File: src/hw/execPkg.sv
// Execute stage shared types: opcodes, exception codes and handshake payloads
package execPkg;

    typedef enum logic
    {
        UNIT_ALU = 1'b0,
        UNIT_MDU = 1'b1
    } unitE;

    typedef enum logic [3:0]
    {
        ALU_ADD  = 4'd0,  // Traps on overflow
        ALU_ADDU = 4'd1,
        ALU_SUB  = 4'd2,  // Traps on overflow
        ALU_SUBU = 4'd3,
        ALU_AND  = 4'd4,
        ALU_OR   = 4'd5,
        ALU_XOR  = 4'd6,
        ALU_NOR  = 4'd7,
        ALU_SLL  = 4'd8,
        ALU_SRL  = 4'd9,
        ALU_SRA  = 4'd10,
        ALU_LUI  = 4'd11,
        ALU_SLT  = 4'd12,
        ALU_SLTU = 4'd13,
        ALU_CLO  = 4'd14,
        ALU_CLZ  = 4'd15
    } aluOpE;

    typedef enum logic [2:0]
    {
        MD_MULT  = 3'd0,
        MD_MULTU = 3'd1,
        MD_DIV   = 3'd2,
        MD_DIVU  = 3'd3,
        MD_MFHI  = 3'd4,
        MD_MFLO  = 3'd5,
        MD_MTHI  = 3'd6,
        MD_MTLO  = 3'd7
    } mdOpE;

    typedef enum logic [4:0]
    {
        EXC_NONE = 5'd0,
        EXC_OV   = 5'd12  // Arithmetic overflow
    } excCodeE;

    typedef logic [3:0] tagT;

    typedef struct packed {
        unitE        unit;
        aluOpE       aluOp;
        mdOpE        mdOp;
        tagT         tag;
        logic [31:0] srcA;  // Shift amount source for shifts
        logic [31:0] srcB;
    } execReqT;

    typedef struct packed {
        tagT         tag;
        logic [31:0] result;
        logic        zero;
        logic        excOccur;
        excCodeE     excCode;
    } execRespT;

    typedef struct packed {
        logic [31:0] result;
        logic        excOccur;
        excCodeE     excCode;
    } aluOutT;

endpackage

File: src/hw/aluCore.sv
// Combinational ALU with overflow trapping and leading zero/one counts
`timescale 1ns/1ps

module aluCore (
    input  execPkg::execReqT req,
    output execPkg::aluOutT  aluOut
);

    logic [31:0] srcA;
    logic [31:0] srcB;
    logic [32:0] sumExt;
    logic [32:0] diffExt;
    logic        ovfTrap;
    logic [5:0]  zeroCount;
    logic [5:0]  oneCount;

    // Halving search over 16, 8, 4 and 2 bit windows
    function automatic logic [5:0] countLeadZeros(input logic [31:0] v);
        logic [5:0]  n;
        logic [15:0] v16;
        logic [7:0]  v8;
        logic [3:0]  v4;
        n[5] = (v == 32'h0);
        n[4] = (v[31:16] == 16'h0) && !n[5];
        v16  = n[4] ? v[15:0] : v[31:16];
        n[3] = (v16[15:8] == 8'h0) && !n[5];
        v8   = n[3] ? v16[7:0] : v16[15:8];
        n[2] = (v8[7:4] == 4'h0) && !n[5];
        v4   = n[2] ? v8[3:0] : v8[7:4];
        n[1] = (v4[3:2] == 2'b00) && !n[5];
        n[0] = n[1] ? (!v4[1] && !n[5]) : (!v4[3] && !n[5]);
        return n;
    endfunction

    assign srcA = req.srcA;
    assign srcB = req.srcB;

    // One extra sign bit exposes signed overflow
    assign sumExt  = {srcA[31], srcA} + {srcB[31], srcB};
    assign diffExt = {srcA[31], srcA} - {srcB[31], srcB};

    assign zeroCount = countLeadZeros(srcA);
    assign oneCount  = countLeadZeros(~srcA);  // Leading ones are leading zeros of the inverse

    assign ovfTrap = ((req.aluOp == execPkg::ALU_ADD) && (sumExt[32] != sumExt[31])) ||
                     ((req.aluOp == execPkg::ALU_SUB) && (diffExt[32] != diffExt[31]));

    always_comb
    begin
        case (req.aluOp)
            execPkg::ALU_ADD,
            execPkg::ALU_ADDU: aluOut.result = sumExt[31:0];  // Wrapped even on trap
            execPkg::ALU_SUB,
            execPkg::ALU_SUBU: aluOut.result = diffExt[31:0];
            execPkg::ALU_AND:  aluOut.result = srcA & srcB;
            execPkg::ALU_OR:   aluOut.result = srcA | srcB;
            execPkg::ALU_XOR:  aluOut.result = srcA ^ srcB;
            execPkg::ALU_NOR:  aluOut.result = ~(srcA | srcB);
            execPkg::ALU_SLL:  aluOut.result = srcB << srcA[4:0];
            execPkg::ALU_SRL:  aluOut.result = srcB >> srcA[4:0];
            execPkg::ALU_SRA:  aluOut.result = $signed(srcB) >>> srcA[4:0];
            execPkg::ALU_LUI:  aluOut.result = {srcB[15:0], 16'h0};
            execPkg::ALU_SLT:  aluOut.result = {31'h0, $signed(srcA) < $signed(srcB)};
            execPkg::ALU_SLTU: aluOut.result = {31'h0, srcA < srcB};
            execPkg::ALU_CLO:  aluOut.result = {26'h0, oneCount};
            execPkg::ALU_CLZ:  aluOut.result = {26'h0, zeroCount};
            default:           aluOut.result = 32'h0;
        endcase

        aluOut.excOccur = ovfTrap;
        aluOut.excCode  = execPkg::EXC_NONE;
        if (ovfTrap)
        begin
            aluOut.excCode = execPkg::EXC_OV;
        end
    end

    // Trap only on ADD or SUB whose result sign breaks the operand signs
    aOvfOnlyTrapping: assert final (aluOut.excOccur ==
        ((((req.aluOp == execPkg::ALU_ADD) && (srcA[31] == srcB[31])) ||
          ((req.aluOp == execPkg::ALU_SUB) && (srcA[31] != srcB[31]))) &&
         (aluOut.result[31] != srcA[31])))
        else $error("aluCore: overflow flag wrong for aluOp %0d", req.aluOp);

endmodule

File: src/hw/mulDivUnit.sv
// Multiply/divide unit owning HI/LO: pipelined multiply, restoring divide, HI/LO moves
`timescale 1ns/1ps

module mulDivUnit #(
    parameter int mulStages = 2
) (
    input  logic             clk,
    input  logic             rstN,
    input  logic             mdStart,
    input  execPkg::execReqT req,
    output logic             mdDone,
    output logic [31:0]      mdResult
);

    logic [31:0]          hi;
    logic [31:0]          lo;
    logic                 opSigned;
    logic                 mulStart;
    logic                 divStart;
    logic                 moveStart;
    logic signed [32:0]   mulA;
    logic signed [32:0]   mulB;
    logic signed [65:0]   mulFull;
    logic [63:0]          mulPipe [0:mulStages-1];
    logic [mulStages-1:0] mulValid;
    logic [31:0]          absA;
    logic [31:0]          absB;
    logic [31:0]          divRem;
    logic [31:0]          divQuo;
    logic [31:0]          divDvsr;
    logic [32:0]          divShift;
    logic [33:0]          divDiff;
    logic                 negQuo;
    logic                 negRem;
    logic                 divZero;
    logic                 divBusy;
    logic                 divDone;
    logic [4:0]           divCount;
    logic [31:0]          quoFinal;
    logic [31:0]          remFinal;
    logic                 moveDone;
    logic [31:0]          moveResult;
    logic                 mdBusy;

    if (mulStages < 1 || mulStages > 4)
    begin : gBadStages
        $fatal(1, "mulDivUnit: mulStages must be 1 to 4, got %0d", mulStages);
    end

    assign opSigned  = (req.mdOp == execPkg::MD_MULT) || (req.mdOp == execPkg::MD_DIV);
    assign mulStart  = mdStart && (req.mdOp inside {execPkg::MD_MULT, execPkg::MD_MULTU});
    assign divStart  = mdStart && (req.mdOp inside {execPkg::MD_DIV, execPkg::MD_DIVU});
    assign moveStart = mdStart && !mulStart && !divStart;

    // 33-bit operands so one signed multiplier serves both flavours
    assign mulA    = {opSigned & req.srcA[31], req.srcA};
    assign mulB    = {opSigned & req.srcB[31], req.srcB};
    assign mulFull = mulA * mulB;

    assign absA = (opSigned && req.srcA[31]) ? -req.srcA : req.srcA;
    assign absB = (opSigned && req.srcB[31]) ? -req.srcB : req.srcB;

    // One restoring step per cycle
    assign divShift = {divRem, divQuo[31]};
    assign divDiff  = {1'b0, divShift} - {2'b00, divDvsr};

    assign quoFinal = divZero ? 32'hffff_ffff : (negQuo ? -divQuo : divQuo);
    assign remFinal = negRem ? -divRem : divRem;  // Remainder follows the dividend

    always_ff @(posedge clk or negedge rstN)
    begin
        if (!rstN)
        begin
            mulValid <= '0;
            moveDone <= 1'b0;
            divBusy  <= 1'b0;
            divDone  <= 1'b0;
            divCount <= '0;
        end
        else
        begin
            mulValid[0] <= mulStart;
            for (int i = 1; i < mulStages; i++)
            begin
                mulValid[i] <= mulValid[i-1];
            end
            moveDone <= moveStart;
            divDone  <= divBusy && (divCount == 5'd31);
            if (divStart)
            begin
                divBusy  <= 1'b1;
                divCount <= '0;
            end
            else if (divBusy)
            begin
                divCount <= divCount + 5'd1;
                if (divCount == 5'd31)
                begin
                    divBusy <= 1'b0;
                end
            end
        end
    end

    always_ff @(posedge clk)
    begin
        mulPipe[0] <= mulFull[63:0];
        for (int i = 1; i < mulStages; i++)
        begin
            mulPipe[i] <= mulPipe[i-1];
        end
    end

    always_ff @(posedge clk)
    begin
        if (divStart)
        begin
            divRem  <= '0;
            divQuo  <= absA;
            divDvsr <= absB;
            negQuo  <= opSigned && (req.srcA[31] ^ req.srcB[31]);
            negRem  <= opSigned && req.srcA[31];
            divZero <= (req.srcB == 32'h0);
        end
        else if (divBusy)
        begin
            if (!divDiff[33])
            begin
                divRem <= divDiff[31:0];
                divQuo <= {divQuo[30:0], 1'b1};
            end
            else
            begin
                divRem <= divShift[31:0];
                divQuo <= {divQuo[30:0], 1'b0};
            end
        end
    end

    // HI/LO are architectural state, written by whichever op completes
    always_ff @(posedge clk)
    begin
        if (moveStart)
        begin
            case (req.mdOp)
                execPkg::MD_MFHI: moveResult <= hi;
                execPkg::MD_MFLO: moveResult <= lo;
                default:          moveResult <= 32'h0;
            endcase
            if (req.mdOp == execPkg::MD_MTHI)
            begin
                hi <= req.srcA;
            end
            if (req.mdOp == execPkg::MD_MTLO)
            begin
                lo <= req.srcA;
            end
        end
        if (mulValid[mulStages-1])
        begin
            {hi, lo} <= mulPipe[mulStages-1];
        end
        if (divDone)
        begin
            hi <= remFinal;
            lo <= quoFinal;
        end
    end

    assign mdDone   = moveDone || divDone || mulValid[mulStages-1];
    assign mdResult = moveDone ? moveResult : 32'h0;  // Only MFHI/MFLO return data
    assign mdBusy   = moveDone || divBusy || divDone || (|mulValid);

    aNoStartWhileBusy: assert property (@(posedge clk) disable iff (!rstN)
        mdStart |-> !mdBusy)
        else $error("mulDivUnit: mdStart while an operation is busy");

endmodule

File: src/hw/resultMerge.sv
// Issue control and response register for the single in-flight execute request
`timescale 1ns/1ps

module resultMerge (
    input  logic              clk,
    input  logic              rstN,
    input  logic              reqValid,
    input  execPkg::execReqT  req,
    input  execPkg::aluOutT   aluOut,
    input  logic              mdDone,
    input  logic [31:0]       mdResult,
    input  logic              respReady,
    output logic              reqReady,
    output logic              mdStart,
    output logic              respValid,
    output execPkg::execRespT resp
);

    logic              inFlight;
    execPkg::unitE     flightUnit;
    execPkg::tagT      flightTag;
    execPkg::aluOutT   aluHold;
    logic              accept;
    logic              finish;
    execPkg::execRespT respNext;

    assign reqReady = !inFlight && !respValid;
    assign accept   = reqValid && reqReady;
    assign mdStart  = accept && (req.unit == execPkg::UNIT_MDU);
    assign finish   = inFlight && ((flightUnit == execPkg::UNIT_ALU) || mdDone);  // ALU takes one cycle

    always_ff @(posedge clk or negedge rstN)
    begin
        if (!rstN)
        begin
            inFlight  <= 1'b0;
            respValid <= 1'b0;
        end
        else
        begin
            if (accept)
            begin
                inFlight <= 1'b1;
            end
            else if (finish)
            begin
                inFlight <= 1'b0;
            end
            if (finish)
            begin
                respValid <= 1'b1;
            end
            else if (respValid && respReady)
            begin
                respValid <= 1'b0;
            end
        end
    end

    always_comb
    begin
        respNext.tag = flightTag;
        if (flightUnit == execPkg::UNIT_ALU)
        begin
            respNext.result   = aluHold.result;
            respNext.excOccur = aluHold.excOccur;
            respNext.excCode  = aluHold.excCode;
        end
        else
        begin
            respNext.result   = mdResult;
            respNext.excOccur = 1'b0;
            respNext.excCode  = execPkg::EXC_NONE;
        end
        respNext.zero = (respNext.result == 32'h0);
    end

    // ALU output sampled at accept since req may move on afterwards
    always_ff @(posedge clk)
    begin
        if (accept)
        begin
            flightUnit <= req.unit;
            flightTag  <= req.tag;
            aluHold    <= aluOut;
        end
        if (finish)
        begin
            resp <= respNext;
        end
    end

    aRespStable: assert property (@(posedge clk) disable iff (!rstN)
        respValid && !respReady |=> respValid && $stable(resp))
        else $error("resultMerge: resp changed under back-pressure");

    aMdDoneInFlight: assert property (@(posedge clk) disable iff (!rstN)
        mdDone |-> inFlight && (flightUnit == execPkg::UNIT_MDU))
        else $error("resultMerge: mdDone without an MDU request in flight");

endmodule

File: src/hw/execUnit.sv
// Execute stage top: ALU and multiply/divide unit joined by the result merger
`timescale 1ns/1ps

module execUnit #(
    parameter int mulStages = 2
) (
    input  logic              clk,
    input  logic              rstN,
    input  logic              reqValid,
    output logic              reqReady,
    input  execPkg::execReqT  req,
    output logic              respValid,
    input  logic              respReady,
    output execPkg::execRespT resp
);

    execPkg::aluOutT aluOut;
    logic            mdStart;
    logic            mdDone;
    logic [31:0]     mdResult;

    aluCore i_aluCore (
        .req    (req),
        .aluOut (aluOut)
    );

    mulDivUnit #(
        .mulStages (mulStages)
    ) i_mulDivUnit (
        .clk      (clk),
        .rstN     (rstN),
        .mdStart  (mdStart),
        .req      (req),
        .mdDone   (mdDone),
        .mdResult (mdResult)
    );

    resultMerge i_resultMerge (
        .clk       (clk),
        .rstN      (rstN),
        .reqValid  (reqValid),
        .req       (req),
        .aluOut    (aluOut),
        .mdDone    (mdDone),
        .mdResult  (mdResult),
        .respReady (respReady),
        .reqReady  (reqReady),
        .mdStart   (mdStart),
        .respValid (respValid),
        .resp      (resp)
    );

endmodule

File: config.mk
export PLATFORM = sky130hd
export DESIGN_NAME = execUnit
export DESIGN_NICKNAME = d
export VERILOG_FILES = /design/src/hw/execPkg.sv /design/src/hw/aluCore.sv /design/src/hw/mulDivUnit.sv /design/src/hw/resultMerge.sv /design/src/hw/execUnit.sv
export SDC_FILE = /design/constraint.sdc
export NUM_CORES = 2
export LEC_CHECK = 0
export BUFFER_PORTS_ARGS = -buffer_cell sky130_fd_sc_hd__buf_2
export CAP_MARGIN = 20
export CORE_UTILIZATION = 29
export DETAILED_ROUTE_END_ITERATION = 7
export GPL_ROUTABILITY_DRIVEN = 0
export MAX_ROUTING_LAYER = met4
export SYNTH_ARGS = -nofsm -noshare
export SYNTH_HDL_FRONTEND = slang
export SYNTH_SLANG_ARGS = --single-unit
File: constraint.sdc
create_clock -name clk -period 11.1 [get_ports clk]
set_input_delay 2.22 -clock clk [delete_from_list [all_inputs] [get_ports clk]]
set_output_delay 2.22 -clock clk [all_outputs]
set_load 0.1 [all_outputs]
# Yosys cells after proc, flatten, opt, wreduce, memory -nomap -nowiden
# Memories as Yosys holds them, arrays and structs flattened.
# Index checks and enable logic that the tools add are counted.
# op_classes
reduce_logical	68
bitwise_logic	9
muxes	39
order_cmp	2
eq_ne	25
n_addsub	8
mul	1
shift	3
# ops
operator	n
$mux 32	18
$pmux 32 s14	1
$logic_not 32->1	4
$neg 32->32	4
$lt 32x32->1	2
$mul 33x33->64	1
$not 32->32	2
$pmux 32 s2	1
$sub 33x32->34	1
$add 32x32->33	1
$sub 32x32->33	1
$and 32x32->32	1
$eq 4x4->1 const B	8
$logic_not 16->1	2
$mux 16	2
$or 32x32->32	1
$shl 32x5->32	1
$shr 32x5->32	1
$sshr 32x5->32	1
$xor 32x32->32	1
$logic_and 1x1->1	27
$eq 4x3->1 const B	4
$logic_not 8->1	2
$mux 8	2
23 further kinds	66
# totals
output_inout_bits	45
mem_bits_rw	128
ff_bits	293
input_bits	80
n_memories	1
word_cells	182
# mem_list
name	words	word_bits	read_ports	rd_ports_with_merged_regs	wr	line	text
i_mulDivUnit.mulPipe	2	64	2	0	2	mulDivUnit.sv:24	logic [63:0] mulPipe [0:mulStages-1];

# Depth between registers and ports, before layout
# depth
depth_word	15
ltp_mapped	32
mapped_depth_nobuf	29

# Hierarchy
# A second synthesis with hierarchy kept.
# unflattened
cells_unflattened	7326
hier_area_um2	66262.3
# modules_own_cells
module	seq_area_each_um2	cells_per_inst	area_per_inst_um2	instances
mulDivUnit	8348.0	5670	53133.5	1
aluCore	0.0	1492	9855.7	1
resultMerge	2632.5	164	3273.1	1

# Worst setup path after synthesis
# Ideal clock, no wire load.
# synth_timing
kind	input to register
from	input port req[33] in the netlist's numbering
to	memory i_mulDivUnit.mulPipe[0][63]
arrival_time_ns	10.667
required_time_ns	11.005
stages	27
setup_ns	0.095
path_buffers	7
setup_slack_ns	0.337
cell_sequence	clkbuf_1 clkbuf_1 clkbuf_1 buf_1 clkbuf_1 buf_1 nand2_1 fa_1 fa_1 fa_1 inv_1 fa_1 fa_1 ha_1 fa_1 fa_1 ha_1 clkbuf_1 nand4_1 a2111oi_0 o31ai_1 a2111oi_0 a32o_1 a21oi_1 o21ai_1 a21oi_1 o311ai_1
# synth_rtl
element	line	text
start, declared	execUnit.sv:11	input execPkg::execReqT req,
end, declared	mulDivUnit.sv:24	

==> results.py <==
metrics = {
    "status": {
        "outcome": "complete, but fails checks",
        "violations": "design-rule violations",
    },
    "run": {
        "drv_cap": 0,
    },
    "critical_path": {
        "critPathMostFrequentCell": "fa_1",
        "slowest_delay_ns": 0.69,
        "slowest_stage": "nor2_1",
        "worst_ep_required_time_ns": 11.67,
        "cp.arrival_ns": 11.38,
        "startpoint_type": "input pin",
        "worst-path-max-fanout": 10,
        "crit_path_end_kind": "flop",
        "critPathKind": "input pin to flop",
    },
    "logic_synthesis": {
        "yosysTopAreaCell": "fa_1",
        "synth_top_area_share_pct": 34.8,
        "synth-adder-area-share_pct": 41.5,
        "synth_simple_gate_area_share_pct": 13.6,
        "synth_top_family_by_area": "adder cells",
        "synth_compound_area_share_pct": 11.8,
        "ys_async_sr_fraction_pct": 2.92,
        "ys_seq_area_share_pct": 16.5,
        "syn_inst": 7343,
        "synth-xor-area-share_pct": 3.02,
        "yosysWarnings": 0,
        "synthFlopType": "edfxtp_1",
        "netlist_area_sq_mm": 0.0649,
        "avgSynthCellArea_sq_um": 8.84,
        "synth.mux.area_fraction_pct": 2.85,
        "ys_types": 88,
        "synth.area.top_cells": "fa_1, edfxtp_1, inv_1",
        "synth_edf_count": 239,
        "ys_ff_latch": 411,
    },
    "die": {
        "initial_core_util_pct": 29.2,
        "die_y_um": 475,
        "row_count": 173,
        "dieArea_sq_mm": 0.226,
        "io_pins": 125,
        "die_x_um": 475,
        "fp.coreArea_sq_mm": 0.222,
    },
    "route": {
        "drcViolationCount": 17,
        "drt-initial-drc-count": 7101,
        "vias_per_cell": 5.41,
        "num_vias": 56198,
        "first_pass_iters": 8,
        "drtAntennaViolNets": 0,
        "wl_per_cell_um": 25.1,
        "wl_um": 261000,
    },
    "finish": {
        "final_common_cell": "inv_1",
        "fillers": 23038,
        "final_cell_mix": "inv_1, fa_1, nand2_1",
        "fin_area_sq_mm": 0.0715,
        "nNetsFinal": 8898,
        "syn_to_final_growth_pct": 10.2,
        "drive_above_1_share_pct": 8.04,
    },
    "sta": {
        "slew_viol_final": 0,
        "clock.fmax_mhz": 92.5,
        "hold_violations": 0,
        "period_share_pct": 97.4,
        "finClkSkew_ns": 0.0576,
        "relSlewSlack_pct": 10.0,
        "setup_viol": 0,
        "rsz0062_at_grt": "false",
        "whs_ns": 0.313,
        "period_needed_ns": 10.81,
        "tightest_slew_ns": 1.34,
    },
    "cts": {
        "numCtsBuffers": 47,
        "post_cts_buffers": 0,
        "root_buffer": "clkbuf_16",
        "ctsHoldBuffers": 0,
        "clk_pin_slew_ns": 0.06,
        "cts_tree": "done",
        "post_cts_resize_count": 0,
        "clockBufferDepth": 3,
        "insertion_delay_ns": 0.65,
        "cts_sinks": 411,
        "htreeDepth": 2,
    },
    "placement": {
        "portBuffers": 121,
        "post_dp_cell_area_sq_mm": 0.0697,
        "hpwlAfterDp_um": 206000,
    },
    "grt": {
        "antenna_found_initial": 36,
        "grt_pass1_wl_um": 382000,
        "grt_pass1_vias": 56986,
        "grt_usage_pct": 23.7,
        "grt.overflow.total": 0,
        "grt_max_degree": 97,
    },
    "worst_hold_path": {
        "hold_class": "flop to flop",
    },
}
area by class of cell:
cell class                      instances  area [sq um]  share of cell area [%]
Multi-Input combinational cell       5087         47300                    66.1
Sequential cell                       411         10700                    14.9
Inverter                             1395          5240                    7.32
Tap cell                             2975          3720                    5.20
Timing Repair Buffer                  401          2810                    3.92
Clock buffer                           56          1240                    1.73
Clock inverter                         30           462                   0.645
Antenna cell                           34          85.1                   0.119
flip-flops by register name (all words and copies together) (netlist names), 2 cells and up:
signal	flops
i_mulDivUnit.divRem	32
i_mulDivUnit.lo	32
i_resultMerge.flightTag	4
i_mulDivUnit.divDvsr	32
i_mulDivUnit.divCount	5
i_resultMerge.resp	38
i_mulDivUnit.divQuo	32
i_resultMerge.aluHold	33
i_mulDivUnit.mulValid	2
i_mulDivUnit.moveResult	32
i_mulDivUnit.hi	32
i_mulDivUnit.mulPipe	128
cell families (layout without fill, tap and decap cells):
kind of cell | count (synthesis) | after routing
AND/OR/NAND/NOR | 2096 | 2096
buffers and inverters | 1847 | 1882
adder cells (fa/ha/maj) | 1475 | 1475
AO/OA/AOI/OAI | 1178 | 1178
flip-flops | 411 | 411
XOR/XNOR | 224 | 224
multiplexers | 111 | 111
other | 1 | 37
per-stage QoR:
stage                     setup TNS [ns]  utilization [%]  instances  setup WS, ns
after global placement             -2.41             31.4      10264        -0.393
after global routing                   0             32.2      10383        0.0489
after detailed placement         -0.0671             31.4      10266       -0.0671
final                                  0             32.2      10389         0.293
after floorplan                        0                -       7345         0.337
after CTS                              0             32.1      10352         0.593
routing by layer:
| layer | vias up | global-route usage [%] | part of all wire [%] |
|---|---|---|---|
| li1 | 23398 | - | - |
| met1 | 28000 | 27.7 | 36 |
| met2 | 3712 | 34.6 | 43 |
| met3 | 1088 | 7.15 | 12 |
| met4 | 0 | 16.8 | 9.0 |
| met5 | - | - | 0 |
Yosys cell counts, types with 78 or more instances:
cell type  number
fa_1         1128
nor2_1        635
o21ai_0       286
inv_1        1369
xnor2_1       146
dfxtp_1       160
nand2_1      1055
a21oi_1       265
buf_1         105
ha_1          347
clkbuf_1      331
edfxtp_1      239
a31oi_1        86
xor2_1         78
worst max-delay path, delay by kind of cell:
family	cells	cell delay, ns
and+or+nand+nor	7	1.75
buffers and inverters	8	1.51
AOI/OAI and AO/OA	4	1.20
adders and majority gates	9	4.55
xor gates and xnor gates	1	0.15
worst paths after layout:
path | endpoint | slack (ns) | from | depth (start not counted)
setup / recovery | i_mulDivUnit.mulPipe[0][56] | 0.29 | req[70] | 29
setup reg to reg | i_mulDivUnit.divRem[30] | 6.42 | i_mulDivUnit.divRem[4] | 11
hold / removal | i_mulDivUnit.mulPipe[0][78] | 0.31 | i_mulDivUnit.mulPipe[0][14] | 0
hold reg to reg | i_mulDivUnit.mulPipe[0][78] | 0.31 | i_mulDivUnit.mulPipe[0][14] | 0
min in group asynchronous | i_mulDivUnit.divCount[4] | 1.45 | rstN | 1
max in group asynchronous | i_mulDivUnit.mulValid[1] | 9.41 | rstN | 1
Power is not shown: default switching activity piles up to over one toggle a cycle in this logic, so the estimate is an artifact.
